<file path="config.mk">
export PLATFORM = sky130hd
export DESIGN_NAME = uopSequencer
export DESIGN_NICKNAME = d
export VERILOG_FILES = /design/src/uopPkg.sv /design/src/uopClassifier.sv /design/src/regListTracker.sv /design/src/uopStateMachine.sv /design/src/uopEncoder.sv /design/src/uopSequencer.sv
export VERILOG_INCLUDE_DIRS = /design/src
export SDC_FILE = /design/constraint.sdc
export NUM_CORES = 1
export LEC_CHECK = 0
export ABC_AREA = 1
export BUFFER_PORTS_ARGS = -buffer_cell sky130_fd_sc_hd__buf_2
export CORE_AREA = 3 3 93 104
export CTS_CLUSTER_DIAMETER = 200
export DETAILED_ROUTE_END_ITERATION = 10
export DIE_AREA = 0 0 96 107
export MAX_ROUTING_LAYER = met4
export PLACE_DENSITY = 0.58
export SLEW_MARGIN = 15
export SYNTH_ARGS = -nofsm -noshare
export SYNTH_HDL_FRONTEND = slang
export SYNTH_SLANG_ARGS = --single-unit
</file>
<file path="constraint.sdc">
create_clock -name clk -period 18.3 [get_ports clk]
set_input_delay 4.575 -clock clk [delete_from_list [all_inputs] [get_ports clk]]
set_output_delay 4.575 -clock clk [all_outputs]
set_load 0.005 [all_outputs]
</file>
<file path="src/uopSequencer_defines.svh">
`ifndef UOPSEQUENCER_DEFINES_SVH
`define UOPSEQUENCER_DEFINES_SVH

`define INSTR_W 32 // ARM instruction word
`define NUM_REGS 16 // Architectural registers, also register-list width
`define REG_W 4 // Register number
`define RZ_CODE 4'b1111 // Register code that selects scratch Rz
`define WORD_SHIFT 2 // Register count to byte offset
`define OFFSET_W 12 // Immediate offset of a single transfer

`define COND_HI 31 // Condition field
`define COND_LO 28
`define LINK_BIT 24 // L bit of B/BL
`define P_BIT 24 // Pre/post indexing
`define U_BIT 23 // Up/down
`define W_BIT 21 // Base writeback
`define L_BIT 20 // Load/store
`define RN_HI 19 // Base register field
`define RN_LO 16
`define OP2_HI 11 // Shifter operand field

`endif

</file>
<file path="src/uopPkg.sv">
`include "uopSequencer_defines.svh"

package uopPkg;

	// Sequencer states, one per micro-op slot
	typedef enum logic [2:0] {
		ready, // Idle or first micro-op
		rsrSecond, // Original op on Rz
		blSecond, // Plain branch
		ldm, // Later load transfers
		stm, // Later store transfers
		listWriteback // Base update after the list
	} seqStateT;

	// What the instruction in decode needs
	typedef enum logic [2:0] {
		passKind,
		rsrKind,
		blKind,
		ldmKind,
		stmKind
	} seqKindT;

	typedef logic [`NUM_REGS-1:0] regListT; // One bit per register
	typedef logic [`REG_W-1:0] regNumT;
	typedef logic [$clog2(`NUM_REGS + 1)-1:0] regCountT; // 0 to 16 registers
	typedef logic [`OFFSET_W-1:0] offsetT;

	// Control sent to the datapath with each micro-op
	typedef struct packed {
		logic instrMux; // Micro-op replaces the instruction
		logic noFlagUpdate; // Suppress flag write
		logic uopStall; // Hold decode
		logic [3:0] rzSelect; // {RA1 mux, WA3, RA2, RA1} take Rz
		logic prevRsr; // Second RSR micro-op
		logic listForward; // Forward Rz address between transfers
	} uopCtrlT;

endpackage

</file>
<file path="src/uopClassifier.sv">
`timescale 1ns/1ps
`include "uopSequencer_defines.svh"

module uopClassifier (
	input logic [`INSTR_W-1:0] instr,
	output uopPkg::seqKindT kind
);

	logic isRsr;
	logic isBxPattern;
	logic isBl;
	logic isList;
	logic listEmpty;

	// BX/BLX share the RSR bit pattern
	assign isBxPattern = (instr[27:8] == {8'b0001_0010, 12'hFFF}) && !instr[6];

	// Register form data processing with Rs shift
	assign isRsr = (instr[27:25] == 3'b000) // Data processing, register operand
		&& !instr[7] // Not multiply or extra load/store
		&& instr[4] // Shift amount from Rs
		&& !isBxPattern;

	assign isBl = (instr[27:25] == 3'b101) && instr[`LINK_BIT]; // Branch with link

	assign listEmpty = (instr[`NUM_REGS-1:0] == '0);
	assign isList = (instr[27:25] == 3'b100) && !listEmpty; // Empty list passes through

	always_comb begin
		kind = uopPkg::passKind;
		if (isRsr)
			kind = uopPkg::rsrKind;
		else if (isBl)
			kind = uopPkg::blKind;
		else if (isList) begin
			if (instr[`L_BIT])
				kind = uopPkg::ldmKind; // Load multiple
			else
				kind = uopPkg::stmKind; // Store multiple
		end
	end

endmodule

</file>
<file path="src/regListTracker.sv">
`timescale 1ns/1ps
`include "uopSequencer_defines.svh"

module regListTracker (
	input logic clk,
	input logic reset,
	input logic stall,
	input logic [`INSTR_W-1:0] instr,
	input uopPkg::seqStateT state,
	output uopPkg::regNumT nextReg,
	output uopPkg::regCountT regsLeft,
	output uopPkg::regCountT listCount,
	output uopPkg::offsetT startOffset,
	output logic addUp
);

	uopPkg::regListT instrList;
	uopPkg::regListT curList;
	uopPkg::regListT remainList; // Registers not yet transferred

	assign instrList = instr[`NUM_REGS-1:0];
	assign curList = (state == uopPkg::ready) ? instrList : remainList; // Fresh list in ready

	// Lowest set register wins
	always_comb begin
		nextReg = '0;
		for (int i = `NUM_REGS - 1; i >= 0; i--) begin
			if (curList[i])
				nextReg = uopPkg::regNumT'(i);
		end
	end

	assign regsLeft = uopPkg::regCountT'($countones(curList));
	assign listCount = uopPkg::regCountT'($countones(instrList)); // n for offsets and writeback

	// Drop the register just issued
	always_ff @(posedge clk) begin
		if (reset)
			remainList <= '0;
		else if (!stall)
			remainList <= curList & ~(uopPkg::regListT'(1) << nextReg);
	end

	// Start offset from Rn per addressing mode
	always_comb begin
		case ({instr[`P_BIT], instr[`U_BIT]})
			2'b00: begin
				startOffset = uopPkg::offsetT'(listCount - 1'b1) << `WORD_SHIFT; // DA
				addUp = 1'b0;
			end
			2'b01: begin
				startOffset = '0; // IA
				addUp = 1'b1;
			end
			2'b10: begin
				startOffset = uopPkg::offsetT'(listCount) << `WORD_SHIFT; // DB
				addUp = 1'b0;
			end
			default: begin
				startOffset = uopPkg::offsetT'(4); // IB
				addUp = 1'b1;
			end
		endcase
	end

endmodule

</file>
<file path="src/uopStateMachine.sv">
`timescale 1ns/1ps
`include "uopSequencer_defines.svh"

module uopStateMachine (
	input logic clk,
	input logic reset,
	input logic stall,
	input uopPkg::seqKindT kind,
	input uopPkg::regCountT regsLeft,
	input logic [`INSTR_W-1:0] instr,
	output uopPkg::seqStateT state
);

	uopPkg::seqStateT nextState;
	logic wBit;
	logic lastReg;

	assign wBit = instr[`W_BIT]; // Base writeback requested
	assign lastReg = (regsLeft <= uopPkg::regCountT'(1)); // This transfer is the final one

	always_comb begin
		nextState = uopPkg::ready; // Single-slot states fall back here
		case (state)
			uopPkg::ready: begin
				case (kind)
					uopPkg::rsrKind: nextState = uopPkg::rsrSecond;
					uopPkg::blKind: nextState = uopPkg::blSecond;
					uopPkg::ldmKind, uopPkg::stmKind: begin
						if (!lastReg) begin
							if (kind == uopPkg::ldmKind)
								nextState = uopPkg::ldm;
							else
								nextState = uopPkg::stm;
						end else if (wBit) begin
							nextState = uopPkg::listWriteback; // One register, then base update
						end
					end
					default: nextState = uopPkg::ready; // Pass-through
				endcase
			end
			uopPkg::ldm, uopPkg::stm: begin
				if (!lastReg)
					nextState = state; // More registers to go
				else if (wBit)
					nextState = uopPkg::listWriteback;
			end
			default: nextState = uopPkg::ready;
		endcase
	end

	// Stall freezes the sequence
	always_ff @(posedge clk) begin
		if (reset)
			state <= uopPkg::ready;
		else if (!stall)
			state <= nextState;
	end

endmodule

</file>
<file path="src/uopEncoder.sv">
`timescale 1ns/1ps
`include "uopSequencer_defines.svh"

module uopEncoder (
	input logic [`INSTR_W-1:0] instr,
	input uopPkg::seqStateT state,
	input uopPkg::seqKindT kind,
	input uopPkg::regNumT nextReg,
	input uopPkg::regCountT regsLeft,
	input uopPkg::regCountT listCount,
	input uopPkg::offsetT startOffset,
	input logic addUp,
	output logic [`INSTR_W-1:0] uopInstr,
	output uopPkg::uopCtrlT ctrl
);

	logic [3:0] cond;
	logic [`REG_W-1:0] rn;
	logic moreUops;
	logic wbUp;

	assign cond = instr[`COND_HI:`COND_LO]; // Every micro-op keeps the condition
	assign rn = instr[`RN_HI:`RN_LO];
	assign wbUp = instr[`U_BIT];

	// Another micro-op follows this transfer
	assign moreUops = (regsLeft > uopPkg::regCountT'(1)) || instr[`W_BIT];

	always_comb begin
		uopInstr = instr; // Pass-through by default
		ctrl = '0;
		case (state)
			uopPkg::ready: begin
				case (kind)
					uopPkg::rsrKind: begin
						// MOV Rz, Rm shift Rs
						uopInstr = {cond, 3'b000, 4'b1101, 1'b0, 4'b0000, `RZ_CODE,
							instr[`OP2_HI:0]};
						ctrl.instrMux = 1'b1;
						ctrl.noFlagUpdate = 1'b1; // Flags come from the second op
						ctrl.uopStall = 1'b1;
						ctrl.rzSelect = 4'b1100; // Write Rz
					end
					uopPkg::blKind: begin
						// SUB r14, r15, #4
						uopInstr = {cond, 3'b001, 4'b0010, 1'b0, 4'b1111, 4'b1110, 4'b0000, 8'd4};
						ctrl.instrMux = 1'b1;
						ctrl.uopStall = 1'b1;
					end
					uopPkg::ldmKind, uopPkg::stmKind: begin
						// Pre-indexed word transfer from Rn, no writeback
						uopInstr = {cond, 3'b010, 1'b1, addUp, 1'b0, 1'b0,
							kind == uopPkg::ldmKind, rn, nextReg, startOffset};
						ctrl.instrMux = 1'b1;
						ctrl.noFlagUpdate = 1'b1;
						ctrl.uopStall = moreUops;
					end
					default: ctrl = '0;
				endcase
			end
			uopPkg::rsrSecond: begin
				uopInstr = {instr[`INSTR_W-1:12], 8'b0, `RZ_CODE}; // Rz as unshifted Rm
				ctrl.instrMux = 1'b1;
				ctrl.rzSelect = 4'b0010; // Rz on read port 2
				ctrl.prevRsr = 1'b1;
			end
			uopPkg::blSecond: begin
				uopInstr = {instr[`INSTR_W-1:`LINK_BIT+1], 1'b0, instr[`LINK_BIT-1:0]};
				ctrl.instrMux = 1'b1;
			end
			uopPkg::ldm, uopPkg::stm: begin
				// Next word at Rz + 4
				uopInstr = {cond, 3'b010, 1'b1, 1'b1, 1'b0, 1'b0, state == uopPkg::ldm,
					`RZ_CODE, nextReg, uopPkg::offsetT'(4)};
				ctrl.instrMux = 1'b1;
				ctrl.noFlagUpdate = 1'b1;
				ctrl.uopStall = moreUops;
				ctrl.rzSelect = 4'b0001; // Base from Rz
				ctrl.listForward = 1'b1;
			end
			uopPkg::listWriteback: begin
				// Rn = Rn +/- n*4, immediate rotated right by 30
				uopInstr = {cond, 3'b001, 1'b0, wbUp, ~wbUp, 1'b0, 1'b0, rn, rn,
					4'b1111, 3'b000, listCount};
				ctrl.instrMux = 1'b1;
				ctrl.noFlagUpdate = 1'b1;
			end
			default: ctrl = '0;
		endcase
	end

endmodule

</file>
<file path="src/uopSequencer.sv">
`timescale 1ns/1ps
`include "uopSequencer_defines.svh"

module uopSequencer (
	input logic clk,
	input logic reset,
	input logic stall,
	input logic [`INSTR_W-1:0] instr,
	output logic [`INSTR_W-1:0] uopInstr,
	output uopPkg::uopCtrlT ctrl
);

	uopPkg::seqKindT kind;
	uopPkg::seqStateT state;
	uopPkg::regNumT nextReg;
	uopPkg::regCountT regsLeft;
	uopPkg::regCountT listCount;
	uopPkg::offsetT startOffset;
	logic addUp;

	uopClassifier i_uopClassifier (
		.instr(instr),
		.kind(kind)
	);

	regListTracker i_regListTracker (
		.clk(clk),
		.reset(reset),
		.stall(stall),
		.instr(instr),
		.state(state),
		.nextReg(nextReg),
		.regsLeft(regsLeft),
		.listCount(listCount),
		.startOffset(startOffset),
		.addUp(addUp)
	);

	uopStateMachine i_uopStateMachine (
		.clk(clk),
		.reset(reset),
		.stall(stall),
		.kind(kind),
		.regsLeft(regsLeft),
		.instr(instr),
		.state(state)
	);

	uopEncoder i_uopEncoder (
		.instr(instr),
		.state(state),
		.kind(kind),
		.nextReg(nextReg),
		.regsLeft(regsLeft),
		.listCount(listCount),
		.startOffset(startOffset),
		.addUp(addUp),
		.uopInstr(uopInstr),
		.ctrl(ctrl)
	);

endmodule

</file>
**Word level (Yosys, flattened, before mapping)**

Index checks and enable logic that the tools add are counted.

- Multiply operators: 0
- Reduce and logical (&&, ||, !) cells: 24
- Bitwise gates (word level): 4
- Muxes and demuxes: 41
- Add/sub/neg operators: 31
- $lt $le $gt $ge: 2
- Shift-type cells: 1
- Div/mod/pow operators: 0
- Equality and inequality tests: 15

Operators with widths:

| operator | count |
|---|---|
| 28-bit case mux with 5 select lines | 1 |
| 28-bit case mux with 3 select lines | 1 |
| 5-bit adder | 14 |
| 4-bit 2-to-1 mux | 17 |
| 12-bit case mux with 3 select lines | 1 |
| 1-bit by 1-bit adder with 2-bit output | 16 |
| 3-bit 2-to-1 mux | 8 |
| 20-bit by 17-bit == test with 1-bit output (second input constant) | 1 |
| 16-bit AND | 1 |
| 16-bit logical NOT | 1 |
| 16-bit 2-to-1 mux | 1 |
| 16-bit inverter | 1 |
| 1-bit by 4-bit << shifter with 16-bit output (first input constant) | 1 |
| 3-bit == test (second input constant) | 5 |
| 3-bit by 2-bit == test with 1-bit output (second input constant) | 4 |
| 4-bit case mux with 3 select lines | 1 |
| 3-bit case mux with 3 select lines | 1 |
| 1-bit case mux with 2 select lines | 4 |
| 2-bit OR reduction | 4 |
| 3-bit by 1-bit == test with 1-bit output (second input constant) | 2 |
| 1-bit logical AND | 6 |
| 3-bit logical NOT | 2 |
| 3-bit case mux with 2 select lines | 1 |
| 3-bit OR reduction | 2 |
| 14 further kinds | 22 |

- Memory bits (writable): 0
- Output and inout bits: 41
- ROM bits: 0
- Latch bits: 0
- Memories kept: 0
- Logic and storage cells: 120
- Flip-flop bits (word level): 19

**Depth between registers and ports, before layout**

- Depth after elaboration: 21
- Mapped depth: 26
- Mapped depth without buffers: 25

**Hierarchy**

A second synthesis with hierarchy kept.

- Cells, all modules: 615
- Area total of the unflattened synthesis: 3560.9 um^2

By module, submodules not included:

| module | cells an instance | sequential area each (um^2) | area an instance (um^2) | times used |
|---|---|---|---|---|
| regListTracker | 309 | 320.3 | 2122.0 | 1 |
| uopEncoder | 203 | 0.0 | 932.1 | 1 |
| uopStateMachine | 53 | 60.1 | 306.5 | 1 |
| uopClassifier | 50 | 0.0 | 200.2 | 1 |

**Least setup slack after synthesis**

No wires, ideal clock.

- Path kind: input to output
- Start: in instr[15]
- End: out ctrl[6] (netlist bit)
- Data arrival time: 8.556 ns
- Setup slack: 5.169 ns
- Cell stages on the path: 20
- Path through: inv_1 > o21a_1 > inv_1 > ha_1 > fa_1 > inv_1 > fa_1 > inv_1 > fa_1 > fa_1 > inv_1 > ha_1 > inv_1 > fa_1 > or2_2 > nand4_1 > nor3_1 > nand2_1 > a21oi_1 > o21ai_0

RTL lines:

| element | line | text |
|---|---|---|
| start: declaration | uopSequencer.sv:8 | `` input logic [`INSTR_W-1:0] instr, `` |
| end: declaration | uopSequencer.sv:10 | `output uopPkg::uopCtrlT ctrl` |

==> run metrics <==
cell taking the most area after synthesis=ha_1; most frequent cell after synthesis=inv_1; cell area after synthesis=3440 um^2; total wire length=11,400 um; DRC Markers=0; Final min period=13.69 ns; Core Region=8780 um^2; CTS H-tree depth=1; GPL Wtd Cong=0.975; CP Data Required Time=13.73 ns; slew margin rel.=49.9%; max cap viols=0; LEAKAGE=1.99 nW; CP max FO=5; setup TNS=0 ns; flop and latch count out of synthesis=19; Clock Skew=0.00297 ns; Setup violations, final=0; layout cells sized above 1=19.1%; crit path DAT=9.11 ns; I/O pin total=76; multi-input logic area=2520 um^2; Starting Density=39.2%; status=finished, final reports clean; Final HPWL DP=9630 um; Final period util=74.8%; Die H=107 um; DR WL/cell=16.8 um; fillers=954; Crit path largest cell delay=0.53 ns; pin count of the biggest net entering global routing=38; hold buffers post-CTS=0; nets@finish=658; measured slew at the worst slew-check pin=0.747 ns; DR pass1 iterations=5; post-synth top area share=13.1%; initial drt markers=244; post-CTS setup buffers=0; CTS tree=yes; Ys Warns=0; placed cells=674; GR Overflow Total=0; total die area=10,300 um^2; crit path cell chain=buf_2 -> inv_1 -> nand3_1 -> nand2_1 -> inv_1 -> ha_1 -> inv_1 -> fa_1 -> inv_1 -> fa_1 -> inv_1 -> fa_1 -> fa_1 -> inv_1 -> ha_1 -> inv_1 -> fa_1 -> nand2_1 -> nand4_1 -> nor3_1 -> nand2_1 -> a21oi_1 -> o21ai_0 -> buf_2; vias in the first global route=3,579; clk root buf=clkbuf_8; Final Hold Viols=0; Power Density=224 nW/um^2; Worst-path clk slew=0.07 ns; Clock Path Buffers=2; global-route wire length before repair=17,800 um; cts repair resizes=0; Final Non-Filler Cells=678; most frequent cells after synthesis=104 x inv_1, 87 x nand2_1, 36 x ha_1, 35 x a21oi_1, 34 x nor2_1; Mean Syn Cell Area=6.75 um^2; row cnt=36; Cell variety after synth=53; Die X=96 um; CP Launch Type=input port; Post-synth EDFFs=0; Slew Viols, Final=0; worst vdd rail ir drop=0.261 mV; Tot GR Track Use=22.8%; CTS Buf Count=3; Hold WC Path Type=flip-flop to flip-flop; ys flop type=dfxtp_1; Vias=3,656; RSZ-0062 raised after global routing=no; Mapped Cells=510; post-synthesis sequential area ratio=11.0%; Antenna Nets Post-Route=0; ANT cells=0; Slowest-stage cell, CP=fa_1; clock latency on the worst-skew pair=0.26 ns; area grow syn2layout=12.1%; Storage cell area=380 um^2; Async SR Flop Fraction=0%; most frequent CP cell=inv_1; Setup crit end kind=output pin; initial antenna violation count=0; syn_nets=603; FMAX=0.0731 GHz; Via density=5.39; # clock sinks=19; port buffer count=67; Synth area leaders=ha_1 13%, fa_1 13%, inv_1 11%, dfxtp_1 11%, nand2_1 9.5%; critical path type=input port to output pin
kinds of logic (layout without fill, tap and decap cells):
logic type / after synthesis / after routing / share of synthesized area [%]
buffers and inverters: 132 / 186 / 15.7
XOR/XNOR: 3 / 3 / 0.763
adder cells (fa/ha/maj): 58 / 58 / 25.9
flip-flops: 19 / 19 / 11.0
AO/OA/AOI/OAI: 114 / 114 / 20.9
AND/OR/NAND/NOR: 184 / 184 / 25.7
per-layer routing:
layer / track usage (%) / part of all wire, % / up-vias / wire length [um]
met5: - / 0 / - / 0
met4: 8.13 / 3.2 / 0 / 363
met3: 1.40 / 5.5 / 26 / 621
met2: 41.0 / 52 / 142 / 5910
met1: 26.2 / 39 / 1723 / 4470
li1: - / - / 1765 / -
sequential cells by signal (all words and copies together), names as in the netlist:
| name | count |
|---|---|
| i_regListTracker.remainList | 16 |
| i_uopStateMachine.state | 3 |
final timing paths:
kind / from / end / slack [ns] / cells past startpoint
worst max-delay path: instr[12] / ctrl[6] / 4.61 / 24
worst min register to register: i_regListTracker.remainList[6]$_SDFFE_PP0N_ / i_regListTracker.remainList[6]$_SDFFE_PP0N_ / 0.45 / 2
worst max register to register: i_uopStateMachine.state[0]$_SDFFE_PP0P_ / i_uopStateMachine.state[2]$_SDFFE_PP0P_ / 12.52 / 22
worst min-delay path: i_regListTracker.remainList[6]$_SDFFE_PP0N_ / i_regListTracker.remainList[6]$_SDFFE_PP0N_ / 0.45 / 2
layout by cell type, fill, tap and decap left out, drive strengths merged:
cell type / synthesis / routed
a211oi: 2 / 2
a21o: 1 / 1
a21oi: 36 / 36
a221oi: 5 / 5
a22oi: 2 / 2
a311oi: 1 / 1
a31oi: 2 / 2
a32oi: 1 / 1
buf: 10 / 67
clkbuf: 7 / 3
clkinv: 0 / 1
dfxtp: 19 / 19
fa: 22 / 22
ha: 36 / 36
inv: 115 / 115
nand2: 93 / 93
nand3: 20 / 20
nand4: 16 / 16
nor2: 40 / 40
nor3: 8 / 8
nor3b: 1 / 1
nor4: 2 / 2
o2111ai: 2 / 2
o211ai: 4 / 4
o21a: 7 / 7
o21ai: 36 / 36
o21bai: 3 / 3
o221ai: 6 / 6
o22a: 1 / 1
o22ai: 2 / 2
o31ai: 1 / 1
o32ai: 2 / 2
or2: 4 / 4
xnor2: 1 / 1
xor2: 2 / 2
area by class of cell:
type	instances	share of cell area (%)
Clock inverter	1	0.130
Timing Repair Buffer	67	8.69
Tap cell	114	3.70
Multi-Input combinational cell	359	65.4
Clock buffer	3	1.07
Sequential cell	19	9.85
Inverter	115	11.2
through the flow:
step	cell area, um^2	hold slack, ns	util, %	power, mW	setup WS, ns
after floorplan	3440	0.415	-	0.651	5.17
after global placement	3810	0.426	43.4	0.822	4.62
after detailed placement	3810	0.434	43.4	0.845	4.58
after CTS	3860	0.448	43.9	0.880	4.57
after global routing	3860	0.477	43.9	0.994	4.20
final	3860	0.453	43.9	0.865	4.61
critical path, delay by kind of cell:
family | cells | cell delay [ns]
compound gates | 2 | 0.25
simple gates | 6 | 0.88
buf+inv | 9 | 0.71
fa+ha+maj | 7 | 2.71
power by group:
| group | total [mW] | switching [mW] | internal (mW) |
|---|---|---|---|
| logic | 0.779 | 0.479 | 0.299 |
| clock network | 0.0297 | 0.0145 | 0.0152 |
| registers | 0.0566 | 0.00694 | 0.0496 |
| total | 0.865 | 0.501 | 0.364 |
Power figures use the tool's default switching activity.
